==> src/rvPkg.sv <==
package rvPkg;

    // ------------------------------------------------
    // Widths
    // ------------------------------------------------
    localparam int XLEN       = 32;  // Data path width
    localparam int REG_ADDR_W = 5;   // 32 architectural registers

    // ------------------------------------------------
    // Encodings
    // ------------------------------------------------
    // Any other major opcode is illegal
    typedef enum logic [6:0] {
        OP_R = 7'b0110011,  // Register-register ALU
        OP_I = 7'b0010011,  // Register-immediate ALU
        OP_B = 7'b1100011   // Conditional branch
    } opcodeE;

    typedef enum logic [3:0] {
        ADD  = 4'd0,
        SUB  = 4'd1,
        AND  = 4'd2,
        OR   = 4'd3,
        XOR  = 4'd4,
        SLL  = 4'd5,
        SRL  = 4'd6,
        SRA  = 4'd7,
        SLT  = 4'd8,   // Signed set-less-than
        SLTU = 4'd9,   // Unsigned set-less-than
        NONE = 4'd15   // Result forced to zero
    } aluOpE;

    typedef enum logic [1:0] {
        IDLE      = 2'd0,
        DECODE    = 2'd1,
        EXECUTE   = 2'd2,
        WRITEBACK = 2'd3
    } ctrlStateE;

    // ALU funct3 codes, shared by R and I forms
    localparam logic [2:0] F3_ADD  = 3'b000;  // ADD, SUB, ADDI
    localparam logic [2:0] F3_SLL  = 3'b001;
    localparam logic [2:0] F3_SLT  = 3'b010;
    localparam logic [2:0] F3_SLTU = 3'b011;
    localparam logic [2:0] F3_XOR  = 3'b100;
    localparam logic [2:0] F3_SR   = 3'b101;  // SRL and SRA
    localparam logic [2:0] F3_OR   = 3'b110;
    localparam logic [2:0] F3_AND  = 3'b111;

    // Branch funct3 codes
    localparam logic [2:0] F3_BEQ  = 3'b000;
    localparam logic [2:0] F3_BNE  = 3'b001;
    localparam logic [2:0] F3_BLT  = 3'b100;
    localparam logic [2:0] F3_BGE  = 3'b101;
    localparam logic [2:0] F3_BLTU = 3'b110;
    localparam logic [2:0] F3_BGEU = 3'b111;

    localparam logic [6:0] F7_BASE = 7'b0000000;  // Normal form
    localparam logic [6:0] F7_ALT  = 7'b0100000;  // SUB and SRA form

    // ------------------------------------------------
    // Records
    // ------------------------------------------------
    typedef struct packed {
        logic [REG_ADDR_W-1:0] rs1;
        logic [REG_ADDR_W-1:0] rs2;
        logic [REG_ADDR_W-1:0] rd;
        logic [2:0]            funct3;
        logic [XLEN-1:0]       imm;       // Sign-extended I or B immediate
        logic                  aluSrc;    // Immediate as second operand
        aluOpE                 aluOp;
        logic                  isBranch;
        logic                  regWrite;
        logic                  illegal;
    } decodeT;

    typedef struct packed {
        logic                  en;           // Register write
        logic [REG_ADDR_W-1:0] rd;
        logic [XLEN-1:0]       data;
        logic                  branchTaken;
        logic                  illegal;
    } wbT;

endpackage

==> src/alu.sv <==
`timescale 1ns/1ps

module alu (
    input  logic [rvPkg::XLEN-1:0] rs1Data,
    input  logic [rvPkg::XLEN-1:0] rs2Data,
    input  rvPkg::decodeT          dec,
    output logic [rvPkg::XLEN-1:0] result,
    output logic                   branchTaken
);

    localparam int SHW = $clog2(rvPkg::XLEN);  // Shift amount width

    logic [rvPkg::XLEN-1:0] opA;
    logic [rvPkg::XLEN-1:0] opB;
    logic [SHW-1:0]         shamt;
    logic                   eq;
    logic                   ltS;  // Signed less than
    logic                   ltU;  // Unsigned less than

    // ------------------------------------------------
    // Operands and compares
    // ------------------------------------------------
    assign opA   = rs1Data;
    assign opB   = dec.aluSrc ? dec.imm : rs2Data;  // Immediate or rs2
    assign shamt = opB[SHW-1:0];                    // Low bits only

    assign eq  = (opA == opB);
    assign ltS = ($signed(opA) < $signed(opB));
    assign ltU = (opA < opB);

    // ------------------------------------------------
    // Result
    // ------------------------------------------------
    always_comb begin
        case (dec.aluOp)
            rvPkg::ADD:  result = opA + opB;
            rvPkg::SUB:  result = opA - opB;
            rvPkg::AND:  result = opA & opB;
            rvPkg::OR:   result = opA | opB;
            rvPkg::XOR:  result = opA ^ opB;
            rvPkg::SLL:  result = opA << shamt;
            rvPkg::SRL:  result = opA >> shamt;
            rvPkg::SRA:  result = $unsigned($signed(opA) >>> shamt);  // Sign fill
            rvPkg::SLT:  result = {{(rvPkg::XLEN-1){1'b0}}, ltS};
            rvPkg::SLTU: result = {{(rvPkg::XLEN-1){1'b0}}, ltU};
            default:     result = '0;  // NONE and illegal
        endcase
    end

    // Branch decision straight from compares
    always_comb begin
        branchTaken = 1'b0;
        if (dec.isBranch) begin
            case (dec.funct3)
                rvPkg::F3_BEQ:  branchTaken = eq;
                rvPkg::F3_BNE:  branchTaken = !eq;
                rvPkg::F3_BLT:  branchTaken = ltS;
                rvPkg::F3_BGE:  branchTaken = !ltS;
                rvPkg::F3_BLTU: branchTaken = ltU;
                rvPkg::F3_BGEU: branchTaken = !ltU;
                default:        branchTaken = 1'b0;
            endcase
        end
    end

endmodule

==> src/execCtrl.sv <==
`timescale 1ns/1ps

module execCtrl (
    input  logic clk,
    input  logic arstN,
    input  logic instrValid,
    output logic latchEn,   // Capture instruction word
    output logic exeEn,     // Capture ALU outputs
    output logic wbEn,      // Commit register and pc
    output logic busy,
    output logic done
);

    rvPkg::ctrlStateE state;
    rvPkg::ctrlStateE stateNext;

    // ------------------------------------------------
    // State register
    // ------------------------------------------------
    always_ff @(posedge clk or negedge arstN) begin
        if (!arstN) begin
            state <= rvPkg::IDLE;
        end else begin
            state <= stateNext;
        end
    end

    // Fixed four-cycle walk without back-pressure
    always_comb begin
        stateNext = state;
        case (state)
            rvPkg::IDLE: begin
                if (instrValid) begin
                    stateNext = rvPkg::DECODE;
                end
            end
            rvPkg::DECODE:    stateNext = rvPkg::EXECUTE;   // Decode and reg read settle
            rvPkg::EXECUTE:   stateNext = rvPkg::WRITEBACK;
            rvPkg::WRITEBACK: stateNext = rvPkg::IDLE;      // Ready again at this edge
            default:          stateNext = rvPkg::IDLE;
        endcase
    end

    // ------------------------------------------------
    // Outputs
    // ------------------------------------------------
    assign latchEn = (state == rvPkg::IDLE) && instrValid;  // Strobes while busy dropped
    assign exeEn   = (state == rvPkg::EXECUTE);
    assign wbEn    = (state == rvPkg::WRITEBACK);
    assign done    = (state == rvPkg::WRITEBACK);
    assign busy    = (state != rvPkg::IDLE);

endmodule

==> src/instrDecode.sv <==
`timescale 1ns/1ps

module instrDecode (
    input  logic [31:0]   instr,
    output rvPkg::decodeT dec
);

    rvPkg::opcodeE          opcode;
    logic [6:0]             funct7;
    logic                   f7Base;  // Funct7 all zero
    logic                   f7Alt;   // Only bit 5 set
    logic [rvPkg::XLEN-1:0] immI;
    logic [rvPkg::XLEN-1:0] immB;

    assign opcode = rvPkg::opcodeE'(instr[6:0]);
    assign funct7 = instr[31:25];
    assign f7Base = (funct7 == rvPkg::F7_BASE);
    assign f7Alt  = (funct7 == rvPkg::F7_ALT);

    // ------------------------------------------------
    // Immediates
    // ------------------------------------------------
    assign immI = {{20{instr[31]}}, instr[31:20]};
    // B form is scrambled with bit 0 always zero
    assign immB = {{19{instr[31]}}, instr[31], instr[7], instr[30:25], instr[11:8], 1'b0};

    // ------------------------------------------------
    // Classification and ALU op select
    // ------------------------------------------------
    always_comb begin
        dec          = '0;
        dec.rs1      = instr[19:15];
        dec.rs2      = instr[24:20];
        dec.rd       = instr[11:7];
        dec.funct3   = instr[14:12];
        dec.aluOp    = rvPkg::NONE;

        case (opcode)
            rvPkg::OP_R: begin
                dec.regWrite = 1'b1;
                case (dec.funct3)
                    rvPkg::F3_ADD:  dec.aluOp = f7Alt ? rvPkg::SUB : rvPkg::ADD;
                    rvPkg::F3_SLL:  dec.aluOp = rvPkg::SLL;
                    rvPkg::F3_SLT:  dec.aluOp = rvPkg::SLT;
                    rvPkg::F3_SLTU: dec.aluOp = rvPkg::SLTU;
                    rvPkg::F3_XOR:  dec.aluOp = rvPkg::XOR;
                    rvPkg::F3_SR:   dec.aluOp = f7Alt ? rvPkg::SRA : rvPkg::SRL;
                    rvPkg::F3_OR:   dec.aluOp = rvPkg::OR;
                    rvPkg::F3_AND:  dec.aluOp = rvPkg::AND;
                endcase
                // Alt funct7 only valid for SUB and SRA
                dec.illegal = !(f7Base || (f7Alt && (dec.funct3 == rvPkg::F3_ADD ||
                                                     dec.funct3 == rvPkg::F3_SR)));
            end

            rvPkg::OP_I: begin
                dec.aluSrc   = 1'b1;
                dec.imm      = immI;
                dec.regWrite = 1'b1;
                case (dec.funct3)
                    rvPkg::F3_ADD:  dec.aluOp = rvPkg::ADD;
                    rvPkg::F3_SLT:  dec.aluOp = rvPkg::SLT;   // SLTI
                    rvPkg::F3_SLTU: dec.aluOp = rvPkg::SLTU;
                    rvPkg::F3_XOR:  dec.aluOp = rvPkg::XOR;
                    rvPkg::F3_OR:   dec.aluOp = rvPkg::OR;
                    rvPkg::F3_AND:  dec.aluOp = rvPkg::AND;
                    rvPkg::F3_SLL: begin
                        dec.aluOp   = rvPkg::SLL;
                        dec.illegal = !f7Base;  // Upper imm bits must be zero
                    end
                    rvPkg::F3_SR: begin
                        dec.aluOp   = f7Alt ? rvPkg::SRA : rvPkg::SRL;
                        dec.illegal = !(f7Base || f7Alt);
                    end
                endcase
            end

            rvPkg::OP_B: begin
                dec.imm      = immB;
                dec.isBranch = 1'b1;
                dec.aluOp    = rvPkg::SUB;  // Compare done in ALU
                case (dec.funct3)
                    rvPkg::F3_BEQ, rvPkg::F3_BNE,
                    rvPkg::F3_BLT, rvPkg::F3_BGE,
                    rvPkg::F3_BLTU, rvPkg::F3_BGEU: dec.illegal = 1'b0;
                    default:                        dec.illegal = 1'b1;
                endcase
            end

            default: dec.illegal = 1'b1;  // Unsupported opcode
        endcase

        // Illegal words retire as no-ops
        if (dec.illegal) begin
            dec.regWrite = 1'b0;
            dec.isBranch = 1'b0;
            dec.aluOp    = rvPkg::NONE;
        end
    end

endmodule

==> src/pcCounter.sv <==
`timescale 1ns/1ps

module pcCounter #(
    parameter logic [rvPkg::XLEN-1:0] RESET_PC = '0
) (
    input  logic                   clk,
    input  logic                   arstN,
    input  logic                   advance,  // One pulse per retire
    input  logic                   taken,
    input  logic [rvPkg::XLEN-1:0] offset,   // Branch immediate
    output logic [rvPkg::XLEN-1:0] pc
);

    logic [rvPkg::XLEN-1:0] step;
    logic [rvPkg::XLEN-1:0] pcNext;

    // Branch offset or next sequential word
    assign step   = taken ? offset : rvPkg::XLEN'(4);
    assign pcNext = pc + step;

    always_ff @(posedge clk or negedge arstN) begin
        if (!arstN) begin
            pc <= RESET_PC;
        end else if (advance) begin
            pc <= pcNext;
        end
    end

endmodule

==> src/regFile.sv <==
`timescale 1ns/1ps

module regFile (
    input  logic                         clk,
    input  logic                         arstN,
    input  logic [rvPkg::REG_ADDR_W-1:0] rdAddr1,
    input  logic [rvPkg::REG_ADDR_W-1:0] rdAddr2,
    output logic [rvPkg::XLEN-1:0]       rdData1,
    output logic [rvPkg::XLEN-1:0]       rdData2,
    input  logic                         wrEn,
    input  logic [rvPkg::REG_ADDR_W-1:0] wrAddr,
    input  logic [rvPkg::XLEN-1:0]       wrData
);

    localparam int DEPTH = 2 ** rvPkg::REG_ADDR_W;

    logic [rvPkg::XLEN-1:0] regs [DEPTH];
    logic                   wrOk;  // Write allowed except to x0

    assign wrOk = wrEn && (wrAddr != '0);

    always_ff @(posedge clk or negedge arstN) begin
        if (!arstN) begin
            for (int i = 0; i < DEPTH; i++) begin
                regs[i] <= '0;
            end
        end else if (wrOk) begin
            regs[wrAddr] <= wrData;
        end
    end

    // Combinational reads with x0 forced to zero
    assign rdData1 = (rdAddr1 == '0) ? '0 : regs[rdAddr1];
    assign rdData2 = (rdAddr2 == '0) ? '0 : regs[rdAddr2];

endmodule

==> src/rvExecCore.sv <==
`timescale 1ns/1ps

module rvExecCore #(
    parameter logic [rvPkg::XLEN-1:0] RESET_PC = 32'h0000_0000
) (
    input  logic                   clk,
    input  logic                   arstN,
    input  logic                   instrValid,
    input  logic [31:0]            instr,
    output logic                   busy,
    output logic                   done,
    output rvPkg::wbT              wb,
    output logic [rvPkg::XLEN-1:0] pc
);

    logic                   latchEn;
    logic                   exeEn;
    logic                   wbEn;
    logic [31:0]            instrQ;     // Held until retire
    rvPkg::decodeT          dec;
    logic [rvPkg::XLEN-1:0] rdData1;
    logic [rvPkg::XLEN-1:0] rdData2;
    logic [rvPkg::XLEN-1:0] aluResult;
    logic                   aluTaken;
    logic [rvPkg::XLEN-1:0] resultQ;    // Execute stage result
    logic                   takenQ;
    rvPkg::wbT              wbRaw;

    execCtrl uCtrl (
        .clk       (clk),
        .arstN     (arstN),
        .instrValid(instrValid),
        .latchEn   (latchEn),
        .exeEn     (exeEn),
        .wbEn      (wbEn),
        .busy      (busy),
        .done      (done)
    );

    // ------------------------------------------------
    // Instruction and execute registers
    // ------------------------------------------------
    always_ff @(posedge clk) begin
        if (latchEn) begin
            instrQ <= instr;
        end
    end

    always_ff @(posedge clk) begin
        if (exeEn) begin
            resultQ <= aluResult;
            takenQ  <= aluTaken;
        end
    end

    instrDecode uDecode (
        .instr(instrQ),
        .dec  (dec)
    );

    regFile uRegs (
        .clk    (clk),
        .arstN  (arstN),
        .rdAddr1(dec.rs1),
        .rdAddr2(dec.rs2),
        .rdData1(rdData1),
        .rdData2(rdData2),
        .wrEn   (wb.en),    // x0 refused inside
        .wrAddr (wb.rd),
        .wrData (wb.data)
    );

    alu uAlu (
        .rs1Data    (rdData1),
        .rs2Data    (rdData2),
        .dec        (dec),
        .result     (aluResult),
        .branchTaken(aluTaken)
    );

    // ------------------------------------------------
    // Write-back record
    // ------------------------------------------------
    always_comb begin
        wbRaw.en          = dec.regWrite;
        wbRaw.rd          = dec.rd;
        wbRaw.data        = resultQ;
        wbRaw.branchTaken = takenQ;
        wbRaw.illegal     = dec.illegal;
    end

    assign wb = wbEn ? wbRaw : '0;  // Presented only in the retire cycle

    pcCounter #(
        .RESET_PC(RESET_PC)
    ) uPc (
        .clk    (clk),
        .arstN  (arstN),
        .advance(wbEn),
        .taken  (wb.branchTaken),
        .offset (dec.imm),
        .pc     (pc)
    );

endmodule

==> config.mk <==
export PLATFORM = sky130hd
export DESIGN_NAME = rvExecCore
export DESIGN_NICKNAME = d
export VERILOG_FILES = /design/src/rvPkg.sv /design/src/alu.sv /design/src/execCtrl.sv /design/src/instrDecode.sv /design/src/pcCounter.sv /design/src/regFile.sv /design/src/rvExecCore.sv
export SDC_FILE = /design/constraint.sdc
export NUM_CORES = 2
export LEC_CHECK = 0
export BUFFER_PORTS_ARGS = -buffer_cell sky130_fd_sc_hd__buf_2
export CAP_MARGIN = 30
export CORE_MARGIN = 1
export CORE_UTILIZATION = 50
export CTS_CLUSTER_DIAMETER = 200
export DETAILED_ROUTE_END_ITERATION = 6
export PLACE_DENSITY = 0.66
export SYNTH_ARGS = -nofsm -noshare
export SYNTH_HDL_FRONTEND = slang
export SYNTH_HIERARCHICAL = 1
export SYNTH_SLANG_ARGS = --single-unit
==> constraint.sdc <==
create_clock -name clk -period 7.3 [get_ports clk]
set_input_delay 1.46 -clock clk [delete_from_list [all_inputs] [get_ports clk]]
set_output_delay 1.46 -clock clk [all_outputs]
set_load 0.01 [all_outputs]
==> summary.txt <==
status = finished clean
vias in the first global route = 50.39k
max-slew violations = 0
Lkg Pwr = 34.61 nW
worst stage delay on the critical path = 0.87 ns
final hold vios = 0
initial drt markers = 5593
Critical Path Source Type = register
Final Non-Filler Cells = 7237
H-tree lvl count = 4
maximum clock path buffer count = 3
latest clock arrival within the worst-skew pair = 0.78 ns
Initial Utilization = 50.57%
drt pass-1 iters = 6
multi-input logic area = 38310 sq um
first-pass GRT wire length = 352.5 mm
clk_skew = 0.03877 ns
peak supply drop = 0.0002302 V
commonest non-fill, non-tap cells in the layout = dfrtp_1 (1058), mux2_2 (1037), mux4_2 (491), mux2i_1 (282), nand2_1 (176)
Die Wd = 375.4 um
Root Buffer = clkbuf_16
Sequential Area = 28430 sq um
Slew headroom = 25.30%
CORE AREA = 137800 sq um
Synth Area per Inst = 12.70 sq um
Syn Inst Count = 5486
Area Overhead vs Synth = 9.238%
PwrDens = 247.4 nW/um^2
hold slack = 0.3964 ns
Sink Count = 1123
CP max stage cell = or3b_2
fmax = 154.0 MHz
IO Port Bufs = 108
syn nets = 5664
Async S/R FF share, synth = 94.21%
HPWL after DPL = 157.5 mm
IO Count = 109
RD Place Congestion = 1.049
Worst-Margin Slew = 1.114 ns
share of cells above drive strength 1 = 40.01%
Vert. Die Dim = 375.4 um
Crit. End Element = register
CTS clock-pin slew for the worst setup and hold paths = 0.05 ns
critical path depth = 17
drt wl/cell = 33.32 um
initial antenna violation count = 8
vias per inst = 6.978
synth warn = 6
Distinct cells, synth = 111
GRT overflow = 0
DRC = 0
unrepaired setup endpoints after global routing = no
worst-path maximum fanout = 23
Worst setup startpoint = instrQ[22]
post-CTS setup buffers = 0
number of cell rows = 136
CTS Hold Bufs = 0
top_reg_cell synth = dfrtp_1
most common cell after layout, fill and taps aside = dfrtp_1
final WL = 241.1 mm
post-synthesis cell area = 69700 sq um
CP delay by family, top = compound AO/OA/AOI/OAI gates
reg-to-reg startpoint = instrQ[22]
CTS tree = done
global-route usage over all layers = 34.17%
Post-DRT Antenna Nets = 0
overall power = 18.84 mW
worst min-delay path category = reg2reg
CP endpoint = resultQ[0]
pin count of the biggest net entering global routing = 140
Reg2Reg Capture Point = resultQ[0]
setup TNS = 0 ns
Fillers = 11.36k
Crit path required time = 7.81 ns
#FFs+latches synth = 1123
R2R cell count = 17
sequential element share of the synthesized area = 40.79%
Max-Cap Viols = 0
crit-path cells = or3b_2 > buf_4 > o221ai_1 > a211oi_1 > nor3_1 > mux2i_1 > inv_1 > ha_1 > inv_1 > a21oi_1 > o21ai_0 > a211oi_1 > a2111oi_0 > o41ai_1 > o211ai_1 > xnor2_1 > a311o_1
# setup viols final = 0
nets = 5515
flop2flop setup slack = 0.81 ns
critical path class = reg2reg
CTS resizes = 0
Final min period = 6.493 ns
die area = 140900 sq um
Tcrit/Tclk final = 88.94%
Placed Cells = 6995
EDFF count, synth = 65
Vias = 50.50k
CP Buf/Inv Count = 3
clock buffer count from CTS = 131
Critical Path AT = 7.00 ns
## worst min-delay path by stage
stage | startpoint | to | slack, ns | cells after the start
after global routing | uRegs/regs[1013] | uRegs/regs[1013] | 0.41 | 0
after CTS | uRegs/regs[992] | uRegs/regs[992] | 0.40 | 0
after floorplan | uRegs/regs[1001] | uRegs/regs[1001] | 0.44 | 1
after global placement | uRegs/regs[1001] | uRegs/regs[1001] | 0.38 | 0
final | uRegs/regs[1006] | uRegs/regs[1006] | 0.40 | 0
after detailed placement | uRegs/regs[992] | uRegs/regs[992] | 0.38 | 0
## layout make-up
type                       instances  share of cell area (%)
tap                             1794                   2.948
sequential                      1123                   37.34
clock inverter                    47                  0.7017
antenna                            2                0.006574
multi-input combinational       3663                   50.31
clock buffer                     190                   5.021
inverter                         113                  0.5637
timing repair buffer             305                   3.108
## sequential cells by signal, summed over array words and instances (netlist names)
name	flops
takenQ	1
uRegs/regs	1024
uCtrl/state	2
resultQ	32
instrQ	32
uPc/pc	32
## where the power goes
| part | internal, mW | total, mW | switching (mW) |
|---|---|---|---|
| clock | 3.94 | 6.67 | 2.73 |
| sequential | 6.45 | 6.62 | 0.172 |
| combinational | 1.70 | 5.55 | 3.85 |
## synth_stat cells (13+ instances only)
library cell	number	area, sq um
o22ai_1	89	556.8
a22oi_1	41	307.8
inv_1	107	401.6
nand2_1	187	701.9
a21oi_1	165	825.8
o211ai_1	41	307.8
buf_1	58	217.7
o21ai_1	21	105.1
nand2b_1	21	131.4
buf_4	91	683.2
buf_2	138	690.7
nor3_1	85	425.4
buf_6	17	191.4
mux2_1	13	146.4
mux4_2	491	11060
nor2b_1	26	162.7
ha_1	140	1752
o21ai_0	124	620.6
o221ai_1	43	376.6
nor2_1	179	671.9
mux2_2	1037	11680
nand3_1	43	215.2
and2_2	31	232.7
clkbuf_1	279	1047
and3_1	13	81.33
a31oi_1	30	187.7
or3_1	18	112.6
and2_1	59	369.1
a21o_1	37	277.8
nand4_1	21	131.4
xor2_1	14	122.6
o21bai_1	18	135.1
dfrtp_1	1058	26480
a22o_1	54	473.0
a2111oi_0	29	254.0
xnor2_1	44	385.4
a211oi_1	65	488.0
edfxtp_1	65	1952
mux2i_1	284	2843
## per-layer routing
metal,track usage (%),share of wire [%],vias to the layer above
li1,-,-,20670
met1,46.78,41,26590
met2,50.21,44,2665
met3,9.053,9.9,571
met4,17.24,5.5,4
met5,0,0.0087,-
## worst reg2reg max path, stage by stage, from the launching register on
cell and delay, ns:
edfxtp_1 0.67, or3b_2 0.87, buf_4 0.39, o221ai_1 0.15, a211oi_1 0.54, nor3_1 0.24, mux2i_1 0.74, inv_1 0.12
ha_1 0.42, inv_1 0.10, a21oi_1 0.25, o21ai_0 0.14, a211oi_1 0.33, a2111oi_0 0.14, o41ai_1 0.35, o211ai_1 0.27
xnor2_1 0.21, a311o_1 0.33
## kinds of logic after synthesis
group                      synth area share [%]
muxes                                     37.02
DFF                                       40.79
AOI/OAI and AO/OA                         8.725
and+or+nand+nor                           5.439
buffers and inverters                     4.705
adders and majority gates                 2.599
xor gates and xnor gates                 0.7289
## per-stage QoR
| stage | utilization [%] | setup WS, ns | area, sq um |
|---|---|---|---|
| after floorplan | - | 1.899 | 69700 |
| after global placement | 52.00 | 0.8242 | 71670 |
| after detailed placement | 52.05 | 0.8754 | 71740 |
| after CTS | 55.21 | 0.8868 | 76100 |
| after global routing | 55.24 | 0.6514 | 76130 |
| final | 55.24 | 0.8072 | 76140 |
Power figures use the tool's default switching activity.
